[src/calc_pkg.sv]
/*
 * matrix calculator shared definitions
 * sizes, fixed slot numbers, element and index types,
 * ALU opcodes and the controller and ALU state encodings
 */
package calc_pkg;

    // ==============================
    // sizes and slots
    // ==============================
    localparam int MAX_DIM     = 5;  // largest row or column count
    localparam int SLOT_COUNT  = 4;  // three user slots plus result
    localparam int RESULT_SLOT = 3;  // every op lands here
    localparam int ELEM_W      = 32;

    // ==============================
    // data and index types
    // ==============================
    typedef logic signed [ELEM_W-1:0] elem_t;
    typedef logic [2:0] idx_t;   // row or col, zero based
    typedef logic [2:0] dim_t;   // count, 1..MAX_DIM
    typedef logic [1:0] slot_t;

    // ==============================
    // encodings
    // ==============================
    typedef enum logic [2:0] {
        OP_TRANSPOSE = 3'd0,
        OP_ADD       = 3'd1,
        OP_SUB       = 3'd2,
        OP_MUL       = 3'd3,
        OP_SCALAR    = 3'd4
    } alu_op_e;

    typedef enum logic [1:0] {
        IDLE,
        CHECK,   // dimension rules
        RUN,     // ALU busy
        FINISH   // done pulse
    } ctrl_state_e;

    // prefixed idle, shares the package scope with the controller states
    typedef enum logic [1:0] {
        ALU_IDLE,
        ISSUE,
        DRAIN
    } alu_state_e;

endpackage
[src/matrix_alu.sv]
/*
 * matrix ALU
 * walks the result elements in row-major order, issues K operand
 * reads per element and accumulates the returning data, with the
 * next element's reads overlapping the current write
 */
module matrix_alu (
    input  logic              clk,
    input  logic              sys_rst,
    input  logic              alu_start,
    input  calc_pkg::alu_op_e alu_op,
    input  calc_pkg::elem_t   alu_scalar,
    input  calc_pkg::dim_t    a_m,
    input  calc_pkg::dim_t    a_n,
    input  calc_pkg::dim_t    b_n,
    output calc_pkg::idx_t    a_row,
    output calc_pkg::idx_t    a_col,
    output calc_pkg::idx_t    b_row,
    output calc_pkg::idx_t    b_col,
    input  calc_pkg::elem_t   a_data,
    input  calc_pkg::elem_t   b_data,
    output logic              res_we,
    output calc_pkg::idx_t    res_row,
    output calc_pkg::idx_t    res_col,
    output calc_pkg::elem_t   res_data,
    output logic              alu_done
);

    calc_pkg::alu_state_e state;
    calc_pkg::idx_t i, j, k;                      // output row, col, inner term
    calc_pkg::idx_t rows_m1, cols_m1, k_m1;       // last index of each counter
    logic           is_tr, is_mul;

    // delay line, lines up with the registered read data
    logic           p_valid, p_first, p_last;
    calc_pkg::idx_t p_row, p_col;

    calc_pkg::elem_t term, acc, acc_next;

    assign is_tr  = (alu_op == calc_pkg::OP_TRANSPOSE);
    assign is_mul = (alu_op == calc_pkg::OP_MUL);

    // ==============================
    // counters
    // ==============================
    always_ff @(posedge clk or posedge sys_rst) begin
        if (sys_rst) begin
            state    <= calc_pkg::ALU_IDLE;
            i        <= '0;
            j        <= '0;
            k        <= '0;
            p_valid  <= 1'b0;
            alu_done <= 1'b0;
        end else begin
            p_valid  <= (state == calc_pkg::ISSUE);
            alu_done <= (state == calc_pkg::DRAIN);  // cycle after last write
            case (state)
                calc_pkg::ALU_IDLE: if (alu_start) begin
                    i     <= '0;
                    j     <= '0;
                    k     <= '0;
                    state <= calc_pkg::ISSUE;
                end
                calc_pkg::ISSUE: begin
                    if (k != k_m1) begin
                        k <= k + 3'd1;
                    end else begin
                        k <= '0;
                        if (j != cols_m1) begin
                            j <= j + 3'd1;
                        end else begin
                            j <= '0;
                            if (i != rows_m1) i <= i + 3'd1;
                            else state <= calc_pkg::DRAIN;  // last read out
                        end
                    end
                end
                default: state <= calc_pkg::ALU_IDLE;
            endcase
        end
    end

    // bounds and delay line are payload
    always_ff @(posedge clk) begin
        if (state == calc_pkg::ALU_IDLE && alu_start) begin
            rows_m1 <= (is_tr ? a_n : a_m) - 3'd1;
            cols_m1 <= (is_tr ? a_m : (is_mul ? b_n : a_n)) - 3'd1;
            k_m1    <= is_mul ? a_n - 3'd1 : 3'd0;  // K = n(A) for mul
        end
        p_first <= (k == 3'd0);
        p_last  <= (k == k_m1);
        p_row   <= i;
        p_col   <= j;
        if (p_valid) acc <= acc_next;
    end

    // ==============================
    // read addresses
    // ==============================
    assign a_row = is_tr ? j : i;
    assign a_col = is_tr ? i : (is_mul ? k : j);
    assign b_row = is_mul ? k : i;
    assign b_col = j;

    // ==============================
    // arithmetic, wraps at 32 bits
    // ==============================
    always_comb begin
        case (alu_op)
            calc_pkg::OP_ADD:    term = a_data + b_data;
            calc_pkg::OP_SUB:    term = a_data - b_data;
            calc_pkg::OP_MUL:    term = a_data * b_data;
            calc_pkg::OP_SCALAR: term = a_data * alu_scalar;
            default:             term = a_data;  // transposed copy
        endcase
    end

    assign acc_next = p_first ? term : acc + term;

    // write on the cycle the last term arrives
    assign res_we   = p_valid && p_last;
    assign res_row  = p_row;
    assign res_col  = p_col;
    assign res_data = acc_next;

    a_start_idle: assert property (@(posedge clk) disable iff (sys_rst)
        alu_start |-> state == calc_pkg::ALU_IDLE)
        else $error("alu_start while ALU active");

endmodule

[config.mk]
export PLATFORM = sky130hd
export DESIGN_NAME = matrix_alu
export DESIGN_NICKNAME = d
export VERILOG_FILES = /design/src/calc_pkg.sv /design/src/matrix_alu.sv
export SDC_FILE = /design/constraint.sdc
export NUM_CORES = 2
export LEC_CHECK = 0
export ABC_CLOCK_PERIOD_IN_PS = 21900
export BUFFER_PORTS_ARGS = -buffer_cell sky130_fd_sc_hd__buf_2
export CORE_AREA = 2 2 278 280
export DETAILED_ROUTE_END_ITERATION = 10
export DIE_AREA = 0 0 280 282
export HOLD_SLACK_MARGIN = 0.15
export PLACE_DENSITY = 0.7
export SLEW_MARGIN = 40
export SYNTH_ARGS = -nofsm -noshare
export SYNTH_HDL_FRONTEND = slang
export SYNTH_SLANG_ARGS = --single-unit
[constraint.sdc]
create_clock -name clk -period 21.9 [get_ports clk]
set_clock_uncertainty 0.15 [all_clocks]
set_input_delay 5.475 -clock clk [delete_from_list [all_inputs] [get_ports clk]]
set_output_delay 5.475 -clock clk [all_outputs]
set_load 0.02 [all_outputs]
======== Yosys cells after proc, flatten, opt, wreduce, memory -nomap -nowiden ========
Cells that the tools add are included.
word-level totals
  logic and storage cells ................. 74
  output and inout port bits .............. 52
  input bits .............................. 111
  bits in registers ....................... 62
operators by class
  multiplexer cells ....................... 24
  reductions and logical operators ........ 10
  eq/ne operators ......................... 15
  add/subtract/negate cells ............... 9
  multipliers ............................. 2
operator list
  kind                 count
  $pmux 32 s4          1
  $add 32x32->32       2
  $mul 32x32->32       2
  $mux 3               14
  $mux 32              1
  $sub 32x32->32       1
  $pmux 3 s2           3
  $add 3x1->3 const B  3
  $ne 3x3->1           3
  $sub 3x1->3 const B  3
  $mux 2               4
  $ne 2x2->1 const B   4
  $eq 3x2->1 const B   2
  $logic_not 3->1      2
  $reduce_and 5->1     1
  $pmux 2 s2           1
  $reduce_and 4->1     1
  $eq 3x1->1 const B   1
  $eq 3x3->1           1
  $eq 3x3->1 const B   1
  $reduce_and 3->1     1
  $eq 2x1->1 const B   1
  $eq 2x2->1 const B   1
  $logic_and 1x1->1    2
  other kinds (4)      4

======== Longest topological paths before layout ========
  depth after elaboration ................. 5
  depth in mapped cells ................... 41
  depth with buffers taken out ............ 39

======== Worst setup path before layout ========
Ideal clock, no wire load.
  kind .................................... in2out
  from .................................... input b_data[6]
  to ...................................... output res_data[31]
  buffers on the path ..................... 2
  cell stages on the path ................. 35
  required time ........................... 16275 ps
  slack ................................... 2335 ps
  arrival time ............................ 13940 ps
  cell sequence ........................... clkbuf_1 > clkbuf_1 > and2_1 > fa_1 > fa_1 > fa_1 > inv_1 > fa_1 > inv_1 > fa_1 > fa_1 > fa_1 > fa_1 > ha_1 > a21o_1 > a21o_1 > a21o_1 > or3_1 > nor3_1 > nor2_1 > xnor2_1 > a31oi_1 > a21oi_1 > o22a_1 > ha_1 > o21a_1 > nor2_1 > or3_1 > o22ai_1 > nand3_1 > nand2_1 > a21boi_1 > xor2_1 > nor2_1 > xnor2_1
between the ends
  word-level cells in the longest chain between the ends .. 4
  elaborated cells between the ends (all ways) .. 6
  classes of those cells .................. add/sub: 3; mul: 1; mux: 2
ends and longest elaborated chain
  item                                          line               text
  start: declaration                            matrix_alu.sv:21   input calc_pkg::elem_t b_data,
  $mul 32x32->32, or another cell as far along  matrix_alu.sv:112  calc_pkg::OP_MUL: term = a_data * b_data;
  $pmux 32 s4 (*)                               matrix_alu.sv:109  case (alu_op)
  $add 32x32->32                                matrix_alu.sv:118  assign acc_next = p_first ? term : acc + term;
  $mux 32 (*)                                   matrix_alu.sv:118
  end: declaration                              matrix_alu.sv:25   output calc_pkg::elem_t res_data,
Mark *: on every way between the ends. The rest lies on a longest branch, timed or not.

======== Worst setup path in the final report ========
  from .................................... input a_data[10]
  to ...................................... output res_data[29]
between the ends
  word-level cells in the longest chain between the ends .. 4
  elaborated cells between the ends (all ways) .. 7
  classes of those cells .................. add/sub: 3; mul: 2; mux: 2
ends and longest elaborated chain
  item                                          line               text
  start: declaration                            matrix_alu.sv:20   input calc_pkg::elem_t a_data,
  $mul 32x32->32, or another cell as far along  matrix_alu.sv:113  calc_pkg::OP_SCALAR: term = a_data * alu_scalar;
  $pmux 32 s4 (*)                               matrix_alu.sv:109
  $add 32x32->32                                matrix_alu.sv:118
  $mux 32 (*)                                   matrix_alu.sv:118
Marked as above.

==> metrics.cfg <==
[run_status]
status = finished, final reports clean

[grt]
grt_max_degree = 51
grt_pass1_vias = 32600
overflow = 0
antenna_found_initial = 12
grt_use_total = 0.315
grt_first_pass_wirelength_mm = 190

[routing]
num_vias = 31200
wire_per_inst_um = 21.9
drtAntennaViolNets = 0
routed.top_layer = met5
wl_met1_mm = 49.6
drtIter0Drc = 2611
viasPerCell = 5.65
drt-total-wl_mm = 121
wl_met3_mm = 12.8
met2_wirelength_mm = 53.6
drtPass1Iterations = 6
drc = 0

[cells_and_area]
largest_reg_flops = 32
n_fill_cell = 6900
final_nets = 5827
final_common_cell = inv_1
final_cell_mix = inv_1, fa_1, and2_1, nand2_1, ha_1
syn2layout_area_growth_pct = 4.61
final_layout_size_suffix_gt1_frac = 0.0576
regMostFlops = acc

[synthesis]
synth_top_area_frac = 0.410
ys.flop_type = edfxtp_1
ys_ff_latch = 62
synth-edff-count = 41
async_reset_ff_frac = 0.210
yosysSeqAreaShare = 0.0430
yosysWarnings = 0
syn_inst = 4552
syn_area_per_cell_um2 = 8.77
synth_fp_nets = 5853
synth_cell_type_count = 82
synth_area_mm2 = 0.0399
yosysTopAreaCell = fa_1
synth.area.top_cells = fa_1, ha_1, and2_1

[sta]
drv_slew = 0
period_needed_ns = 20.88
finalSetupTns_ns = 0
final-hold-violation-count = 0
worst_pin_slew_ns = 0.922
rsz0062_at_grt = false
fin_ws_ns = 1.02
max_freq_ghz = 0.0479
slew_headroom = 0.385
setup_viol = 0
period_share = 0.953

[min_path]
worstHoldPathType = reg -> reg

[worst_setup_path]
cp-end-kind = output pin
cp.arrival_ns = 15.25
cpMostUsedCell = fa_1
cp_num_buf_inv = 7
worst_ep_required_time_ns = 16.28
crit_type = in -> out
max_stage_delay_ns = 0.58
critPathSlowestCell = buf_2
reg2reg_slack_ns = 18.31
crit_family = adder cells
cp_max_fo = 28
start_kind = primary input

[clock_network]
worstSkewPairLatency_ns = 0.34
cts_sinks = 62
cts_root_buffer = clkbuf_16
htreeDepth = 3
cts_resized = 0
cts_buffers = 9
cts_max_path_buffers = 2
postCtsHoldBufs = 0
clk_pin_slew_ns = 0.06
post-cts-setup-buffer-count = 0
cts_tree = built

[floorplanning]
die_y_um = 282
start_util = 0.527
ios = 163
die-width_um = 280
core_mm2 = 0.0757
placementRows = 101
die_area_mm2 = 0.0790

[placement]
post-dp-hpwl_mm = 95.4
io_buffers = 162
place.gp.congestion = 0.969
place_ws_ns = 1.06

[flow_run]
maxCapViolations = 0

==> Yosys cell counts (all sizes together), types with 12 or more instances <==
| library cell | instances |
|---|---|
| clkbuf | 233 |
| xor2 | 83 |
| nor3 | 26 |
| a31oi | 13 |
| or3 | 12 |
| a21oi | 113 |
| mux2i | 15 |
| nor2 | 107 |
| ha | 372 |
| xnor2 | 176 |
| a21o | 52 |
| fa | 818 |
| o21a | 29 |
| o31ai | 14 |
| nor2b | 13 |
| nand2 | 541 |
| and2 | 638 |
| inv | 886 |
| nand2b | 28 |
| o21ai | 94 |
| nand3 | 25 |
| dfrtp | 13 |
| mux2 | 17 |
| edfxtp | 41 |
==> worst register-to-register path, delay by kind of cell (launching register included) <==
kind | cells | cell delay [ns]
flops | 1 | 0.37
fa+ha+maj | 1 | 0.32
xor+xnor | 1 | 0.17
compound gates | 5 | 1.36
simple gates | 4 | 0.97
==> layout make-up <==
cell class | count | area, µm² | share of cell area
Clock inverter | 6 | 72.6 | 0.00174
Timing Repair Buffer | 204 | 1170 | 0.0280
Sequential cell | 62 | 1720 | 0.0412
Antenna cell | 6 | 15.0 | 0.000360
Clock buffer | 10 | 250 | 0.00599
Multi-Input combinational cell | 3363 | 34000 | 0.814
Tap cell | 978 | 1220 | 0.0293
Inverter | 886 | 3330 | 0.0796
==> path summary, 6_finish.rpt <==
| check | startpoint | end | cells after the start |
|---|---|---|---|
| max | a_data[10] | res_data[29] | 39 |
| min | b_col[1]$_DFFE_PP0P_ | res_col[1]$_DFF_P_ | 0 |
| max reg2reg | acc[4]$_DFFE_PP_ | acc[29]$_DFFE_PP_ | 11 |
| min reg2reg | b_col[1]$_DFFE_PP0P_ | res_col[1]$_DFF_P_ | 0 |
| max in group asynchronous | sys_rst | k[2]$_DFFE_PP0P_ | 2 |
| min in group asynchronous | sys_rst | k[0]$_DFFE_PP0P_ | 2 |
==> cell families after synthesis <==
logic type	share of synthesized area
simple gates	0.186
fa+ha+maj	0.527
buf+inv	0.106
compound gates	0.0722
xor+xnor	0.0574
flops	0.0430
mux	0.00856
==> stage by stage <==
step | instance area [µm²] | hold WS [ns] | util | instances
CTS | 41700 | 0.359 | 0.551 | 5509
global placement | 41400 | 0.347 | 0.547 | 5493
finish | 41800 | 0.360 | 0.552 | 5515
floorplan | 39900 | 0.195 | - | 4552
detailed placement | 41400 | 0.343 | 0.547 | 5493
global route | 41800 | 0.402 | 0.552 | 5512
==> layer usage <==
metal	GRT usage	up-vias
li1	-	13800
met1	0.436	15700
met2	0.494	1469
met3	0.0682	229
met4	0.103	2
met5	0	-
Power is not shown: default switching activity piles up to over one toggle a cycle in this logic, so the estimate is an artifact.
