**config.mk**
```make
export PLATFORM = sky130hd
export DESIGN_NAME = compute_ctrl
export DESIGN_NICKNAME = d
export VERILOG_FILES = /design/src/calc_pkg.sv /design/src/compute_ctrl.sv
export SDC_FILE = /design/constraint.sdc
export NUM_CORES = 1
export LEC_CHECK = 0
export BUFFER_PORTS_ARGS = -buffer_cell sky130_fd_sc_hd__buf_2
export CELL_PAD_IN_SITES_DETAIL_PLACEMENT = 1
export CELL_PAD_IN_SITES_GLOBAL_PLACEMENT = 2
export CORE_MARGIN = 2
export CORE_UTILIZATION = 25
export CTS_BUF_LIST = sky130_fd_sc_hd__clkbuf_8 sky130_fd_sc_hd__clkbuf_16
export DETAILED_ROUTE_END_ITERATION = 16
export PLACE_DENSITY = 0.84
export SYNTH_ARGS = -nofsm -noshare
export SYNTH_HDL_FRONTEND = slang
export SYNTH_SLANG_ARGS = --single-unit
```
**constraint.sdc**
```tcl
create_clock -name clk -period 1.8 [get_ports clk]
set_clock_uncertainty 0.1 [all_clocks]
set_input_delay 0.36 -clock clk [delete_from_list [all_inputs] [get_ports clk]]
set_output_delay 0.36 -clock clk [all_outputs]
set_load 0.05 [all_outputs]
```
**src/calc_pkg.sv**
```systemverilog
/*
 * matrix calculator shared definitions
 * sizes, fixed slot numbers, element and index types,
 * ALU opcodes and the controller and ALU state encodings
 */
package calc_pkg;

    // ==============================
    // sizes and slots
    // ==============================
    localparam int MAX_DIM     = 5;  // largest row or column count
    localparam int SLOT_COUNT  = 4;  // three user slots plus result
    localparam int RESULT_SLOT = 3;  // every op lands here
    localparam int ELEM_W      = 32;

    // ==============================
    // data and index types
    // ==============================
    typedef logic signed [ELEM_W-1:0] elem_t;
    typedef logic [2:0] idx_t;   // row or col, zero based
    typedef logic [2:0] dim_t;   // count, 1..MAX_DIM
    typedef logic [1:0] slot_t;

    // ==============================
    // encodings
    // ==============================
    typedef enum logic [2:0] {
        OP_TRANSPOSE = 3'd0,
        OP_ADD       = 3'd1,
        OP_SUB       = 3'd2,
        OP_MUL       = 3'd3,
        OP_SCALAR    = 3'd4
    } alu_op_e;

    typedef enum logic [1:0] {
        IDLE,
        CHECK,   // dimension rules
        RUN,     // ALU busy
        FINISH   // done pulse
    } ctrl_state_e;

    // prefixed idle, shares the package scope with the controller states
    typedef enum logic [1:0] {
        ALU_IDLE,
        ISSUE,
        DRAIN
    } alu_state_e;

endpackage
```
**src/compute_ctrl.sv**
```systemverilog
/*
 * compute controller
 * latches a request, checks operand dimensions, launches the ALU
 * and writes the result dimensions, or finishes with error
 */
module compute_ctrl (
    input  logic              clk,
    input  logic              sys_rst,
    input  logic              start,
    input  calc_pkg::alu_op_e op,
    input  calc_pkg::slot_t   id_a,
    input  calc_pkg::slot_t   id_b,
    input  calc_pkg::elem_t   scalar,
    input  calc_pkg::dim_t    a_m,
    input  calc_pkg::dim_t    a_n,
    input  calc_pkg::dim_t    b_m,
    input  calc_pkg::dim_t    b_n,
    output calc_pkg::slot_t   sel_a,
    output calc_pkg::slot_t   sel_b,
    output logic              alu_start,
    output calc_pkg::alu_op_e alu_op,
    output calc_pkg::elem_t   alu_scalar,
    input  logic              alu_done,
    output logic              res_dim_we,
    output calc_pkg::dim_t    res_dim_m,
    output calc_pkg::dim_t    res_dim_n,
    output logic              busy,
    output logic              done,
    output logic              error
);

    calc_pkg::ctrl_state_e state;
    logic dims_ok;

    // ==============================
    // dimension rules
    // ==============================
    always_comb begin
        case (alu_op)
            calc_pkg::OP_ADD,
            calc_pkg::OP_SUB: dims_ok = (a_m == b_m) && (a_n == b_n);
            calc_pkg::OP_MUL: dims_ok = (a_n == b_m);  // inner dims meet
            default:          dims_ok = 1'b1;          // transpose, scalar
        endcase
    end

    // ==============================
    // sequencer
    // ==============================
    always_ff @(posedge clk or posedge sys_rst) begin
        if (sys_rst) begin
            state     <= calc_pkg::IDLE;
            alu_start <= 1'b0;
            error     <= 1'b0;
        end else begin
            alu_start <= 1'b0;
            case (state)
                calc_pkg::IDLE: if (start) begin
                    error <= 1'b0;  // held from last op until now
                    state <= calc_pkg::CHECK;
                end
                calc_pkg::CHECK: begin
                    if (dims_ok) begin
                        alu_start <= 1'b1;
                        state     <= calc_pkg::RUN;
                    end else begin
                        error <= 1'b1;
                        state <= calc_pkg::FINISH;  // result slot untouched
                    end
                end
                calc_pkg::RUN: if (alu_done) state <= calc_pkg::FINISH;
                default: state <= calc_pkg::IDLE;
            endcase
        end
    end

    // request payload, taken only when idle
    always_ff @(posedge clk) begin
        if (state == calc_pkg::IDLE && start) begin
            alu_op     <= op;
            sel_a      <= id_a;
            sel_b      <= id_b;
            alu_scalar <= scalar;
        end
        if (state == calc_pkg::CHECK) begin
            case (alu_op)
                calc_pkg::OP_TRANSPOSE: begin
                    res_dim_m <= a_n;
                    res_dim_n <= a_m;
                end
                calc_pkg::OP_MUL: begin
                    res_dim_m <= a_m;
                    res_dim_n <= b_n;
                end
                default: begin
                    res_dim_m <= a_m;
                    res_dim_n <= a_n;
                end
            endcase
        end
    end

    assign busy       = (state != calc_pkg::IDLE);
    assign done       = (state == calc_pkg::FINISH);
    assign res_dim_we = (state == calc_pkg::FINISH) && !error;

    a_start_idle: assert property (@(posedge clk) disable iff (sys_rst)
        start |-> !busy)
        else $error("start while busy, ignored");

    a_done_pulse: assert property (@(posedge clk) disable iff (sys_rst)
        done |=> !done)
        else $error("done longer than one cycle");

    // ALU must only finish what this controller launched
    a_alu_done_run: assert property (@(posedge clk) disable iff (sys_rst)
        alu_done |-> state == calc_pkg::RUN)
        else $error("alu_done outside RUN");

endmodule

```
# Word level (Yosys, flattened, before mapping)

Index checks and enable logic that the tools add are counted.

Register bits after elaboration: 49
Logic and storage cells: 44

Muxes and demuxes: 12
Reductions and logical operators: 11
Eq/ne operators: 12

Operator list:

| operator                                                               | number |
|---|---|
| 3-bit equality test                                                    | 3 |
| 3-bit by 2-bit equality test with 1-bit output (second input constant) | 2 |
| 2-bit inequality test (second input constant)                          | 3 |
| 2-bit case mux with 3 select lines                                     | 1 |
| 3-bit case mux with 2 select lines                                     | 1 |
| 1-bit 2-to-1 mux                                                       | 5 |
| 2-bit equality test (second input constant)                            | 2 |
| 2-bit 2-to-1 mux                                                       | 2 |
| 1-bit case mux with 2 select lines                                     | 2 |
| 2-bit nonzero test                                                     | 2 |
| 3-bit by 1-bit equality test with 1-bit output (second input constant) | 1 |
| 1-bit logical AND                                                      | 3 |
| 3-bit logical NOT                                                      | 1 |
| 3-bit 2-to-1 mux                                                       | 1 |
| 3-bit AND reduction                                                    | 1 |
| 2-bit by 1-bit equality test with 1-bit output (second input constant) | 1 |
| 2-bit logical NOT                                                      | 1 |
| 2-bit AND reduction                                                    | 1 |
| 2-bit OR reduction                                                     | 1 |
| 1-bit logical NOT                                                      | 1 |

# Logic depth before layout (Yosys ltp)

Depth in word-level cells: 5
Depth in mapped cells: 6
Depth with buffers taken out: 6

# Worst setup path before layout

OpenSTA, ideal clock, no wires.

Path kind: register to output
Start: reg state[0]
End: out res_dim_we
Path buffers: 0
Arrival: 1.658 ns
Cell stages (with the launch flop): 3
Slack: -0.318 ns
Data required time: 1.340 ns
Cell sequence: dfrtp_1 -> ha_1 -> nor2b_1

Word-level cells in the longest chain between the ends: 2

RTL lines:

| item                   | RTL line            | text |
|---|---|---|
| from (decl)            | compute_ctrl.sv:32  | `calc_pkg::ctrl_state_e state;` |
| from (signal assigned) | compute_ctrl.sv:52  | `state <= calc_pkg::IDLE;` |
| from (signal assigned) | compute_ctrl.sv:60  | `state <= calc_pkg::CHECK;` |
| from (signal assigned) | compute_ctrl.sv:65  | `state <= calc_pkg::RUN;` |
| 2-bit equality test    | --                  |  |
| named net done         | compute_ctrl.sv:28  | `output logic done,` |
| 1-bit logical AND      | compute_ctrl.sv:105 | `assign res_dim_we = (state == calc_pkg::FINISH) && !error;` |
| to (decl)              | compute_ctrl.sv:24  | `output logic res_dim_we,` |

The timed path passes the listed nets, and every way through them passes these cells.

# Final worst setup path

Start: reg state[0]
End: out res_dim_we

Word-level cells in the longest chain between the ends: 2

RTL lines:

| item                | RTL line |
|---|---|
| 2-bit equality test | compute_ctrl.sv:105 |
| 1-bit logical AND   | compute_ctrl.sv:105 |

Every way passes these cells.

==> run summary <==
die width: 91.28 um
kind of end point of the critical path: output port
number of distinct library cells after synthesis: 24
main flop type after synthesis: sky130_fd_sc_hd__edfxtp_1
fraction of layout cells with a size suffix above 1: 54.62%
share of Yosys cell area claimed by the top area cell type: 70.96%
clock-pin slew on the worst setup and hold paths: 100 ps
Bufs on Longest Clock Path: 2
top-count cell post-synth: sky130_fd_sc_hd__edfxtp_1
cell type with the highest aggregate area in the netlist: sky130_fd_sc_hd__edfxtp_1
Core Rows: 31
IR Drop Worst-Case VDD: 0.5431 mV
number of enable flip-flop cells after synthesis: 45
leakage dissipation: 1.159 nW
number of I/O pins: 105
floorplan die height: 91.28 um
required time of the critical path: 1340 ps
async set-reset flop share out of synthesis: 8.163%
count of routing violations after the opening detailed-route iteration: 47
overall power of the completed layout: 4.074 mW
number of antenna repair diodes: 0
Cell Pwr Density: 1482 nW/um^2
cell breakdown of the critical path: ha_1 -> nor2b_4 -> buf_4
Design Area, Final: 2749 um^2
RePlAce Congestion: 0.6958
core area: 7331 um^2
TNS Setup: 0 ps
total of endpoints with negative setup slack in the final report: 0
clock latency reported for the late side of the worst-skew pair: 300 ps
Largest stage delay, worst path: 410 ps
Final Routed Wirelength: 4624 um
wire per inst: 13.72 um
via count of the first global-routing pass: 1,512
total clock buffers created by CTS: 5
number of hold violations in the final report: 0
Port-buffer cells: 104
wire length of the first global-routing pass: 7369 um
Cell Area, Synth: 1904 um^2
synth cell count leaders: sky130_fd_sc_hd__edfxtp_1, sky130_fd_sc_hd__nand2_1, sky130_fd_sc_hd__o21ai_0
net count of the mapped netlist: 181
Worst Setup Start Kind: flop
number of sinks handled by clock tree synthesis: 49
dominant cells by area after synthesis: sky130_fd_sc_hd__edfxtp_1, sky130_fd_sc_hd__dfrtp_1, sky130_fd_sc_hd__ha_1
Seq cells post-synth: 49
maximum capacitance violations: 0
fraction of the yosys area taken by sequential cells: 76.22%
Vias: 1,384
DRC Markers: 0
Arr. time, crit path: 1250 ps
area grow syn2layout: 44.35%
Mapped Cells: 121
mean area per synthesized cell: 15.74 um^2
Placed Area: 2615 um^2
warning count from the yosys run: 0
Final Slew Violations: 0
type of the most critical hold path: input port to flop
FMAX: 583.2 MHz
worst setup slack before clock tree synthesis: 34.43 ps
highest net fanout along the worst path: 3
fillers: 811
DP HPWL: 3742 um
die footprint: 8331 um^2
count of H-tree levels built during CTS: 2
starting utilization of the core area: 25.98%
clock period minus worst slack: 1715 ps
total congestion overflow after global routing: 0
transition time at the pin with the least slew margin: 377.8 ps
status: finished, final reports clean
relative slew slack: 74.81%
clock root buffer: sky130_fd_sc_hd__clkbuf_8
drt via density: 4.107
TritonCTS clock tree: built
unrepaired setup endpoints after global routing: no
antenna-violating nets left: 0
kind of critical path: flop to output port
Detailed Routing Iterations Pass 1: 4
overall routing resource usage: 11.46%
Period Utilization, post-route: 95.25%
worst setup margin: 85.47 ps
pin count of the biggest net entering global routing: 21
net total in the final layout: 297
initial antenna violation count: 0
Util after Layout: 37.50%
Worst path slowest cell: sky130_fd_sc_hd__dfrtp_1
==> registers in the layout, summed over array words and instances, names as in the netlist <==
register and cells:
alu_op 3, alu_start 1, sel_a 2, res_dim_n 3, res_dim_m 3, alu_scalar 32, state 2, sel_b 2
error 1
==> metal layers <==
layer	routed length (um)	vias up	track usage (%)
met4	88	0	4.545
met2	2225	76	18.15
met3	530	9	6.805
li1	-	667	-
met5	0	-	0
met1	1780	632	12.53
==> placed cells by master, fill, tap and decap left out, types with 2 or more instances in the layout <==
cell type,count
sky130_fd_sc_hd__xor2_1,3
sky130_fd_sc_hd__clkbuf_8,5
sky130_fd_sc_hd__nand2_1,8
sky130_fd_sc_hd__xnor2_1,6
sky130_fd_sc_hd__dfrtp_1,4
sky130_fd_sc_hd__a21oi_1,4
sky130_fd_sc_hd__buf_12,2
sky130_fd_sc_hd__buf_4,6
sky130_fd_sc_hd__inv_1,6
sky130_fd_sc_hd__o22ai_1,3
sky130_fd_sc_hd__ha_1,4
sky130_fd_sc_hd__o21ai_0,8
sky130_fd_sc_hd__mux2_2,4
sky130_fd_sc_hd__edfxtp_1,45
sky130_fd_sc_hd__nor2_1,8
sky130_fd_sc_hd__buf_2,102
==> worst max-delay path, delay by kind of cell, from the launching register on <==
| family | cells | cell delay, ps |
|---|---|---|
| flops | 1 | 410 |
| simple gates | 1 | 130 |
| fa+ha+maj | 1 | 230 |
| buf+inv | 1 | 180 |
==> timing repair <==
item	in CTS	in global routing
hold buffers	1	0
setup endpoints to repair	2	4
setup buffers	2	0
hold endpoints to repair	4	0
gates resized for setup	1	6
==> power by group <==
part | internal [mW] | switching (mW)
Clock | 0.291 | 0.394
Sequential | 1.54 | 0.0948
Combinational | 0.479 | 1.27
==> stage by stage <==
| stage | hold WS, ps | std cells |
|---|---|---|
| after detailed placement | 162.1 | 326 |
| after global routing | 93.86 | 337 |
| after CTS | 109.6 | 337 |
| after floorplan | 26.08 | 121 |
| final | 123.4 | 337 |
| after global placement | 159.1 | 326 |
==> path summary, 6_finish.rpt <==
kind                                start       endpoint  slack (ps)  depth (start not counted)
min in group asynchronous         sys_rst          error         390                          3
worst min-delay path            scalar[3]  alu_scalar[3]         120                          1
worst min register to register   state[1]       state[1]         480                          1
worst max register to register  alu_op[1]   res_dim_m[0]         200                          2
worst max-delay path             state[0]     res_dim_we          90                          3
max in group asynchronous         sys_rst       state[0]        1050                          3
==> cell families (layout without fill, tap and decap cells) <==
group,after synthesis,in the layout,share of synthesized area [%]
AND/OR/NAND/NOR,24,24,5.585
flip-flops,49,49,76.22
buffers and inverters,11,128,2.366
XOR/XNOR,9,9,4.140
adder cells (fa/ha/maj),5,5,3.285
AO/OA/AOI/OAI,18,18,5.519
multiplexers,5,5,2.891
==> cell type report <==
| cell class | instances | area [um^2] | share of cell area [%] |
|---|---|---|---|
| Inverter | 8 | 33.78 | 1.229 |
| Clock inverter | 3 | 28.78 | 1.047 |
| Clock buffer | 5 | 68.82 | 2.503 |
| Timing Repair Buffer | 112 | 616.8 | 22.44 |
| Tap cell | 99 | 123.9 | 4.506 |
| Multi-Input combinational cell | 61 | 425.4 | 15.48 |
| Sequential cell | 49 | 1451 | 52.80 |
Power figures use the tool's default switching activity.
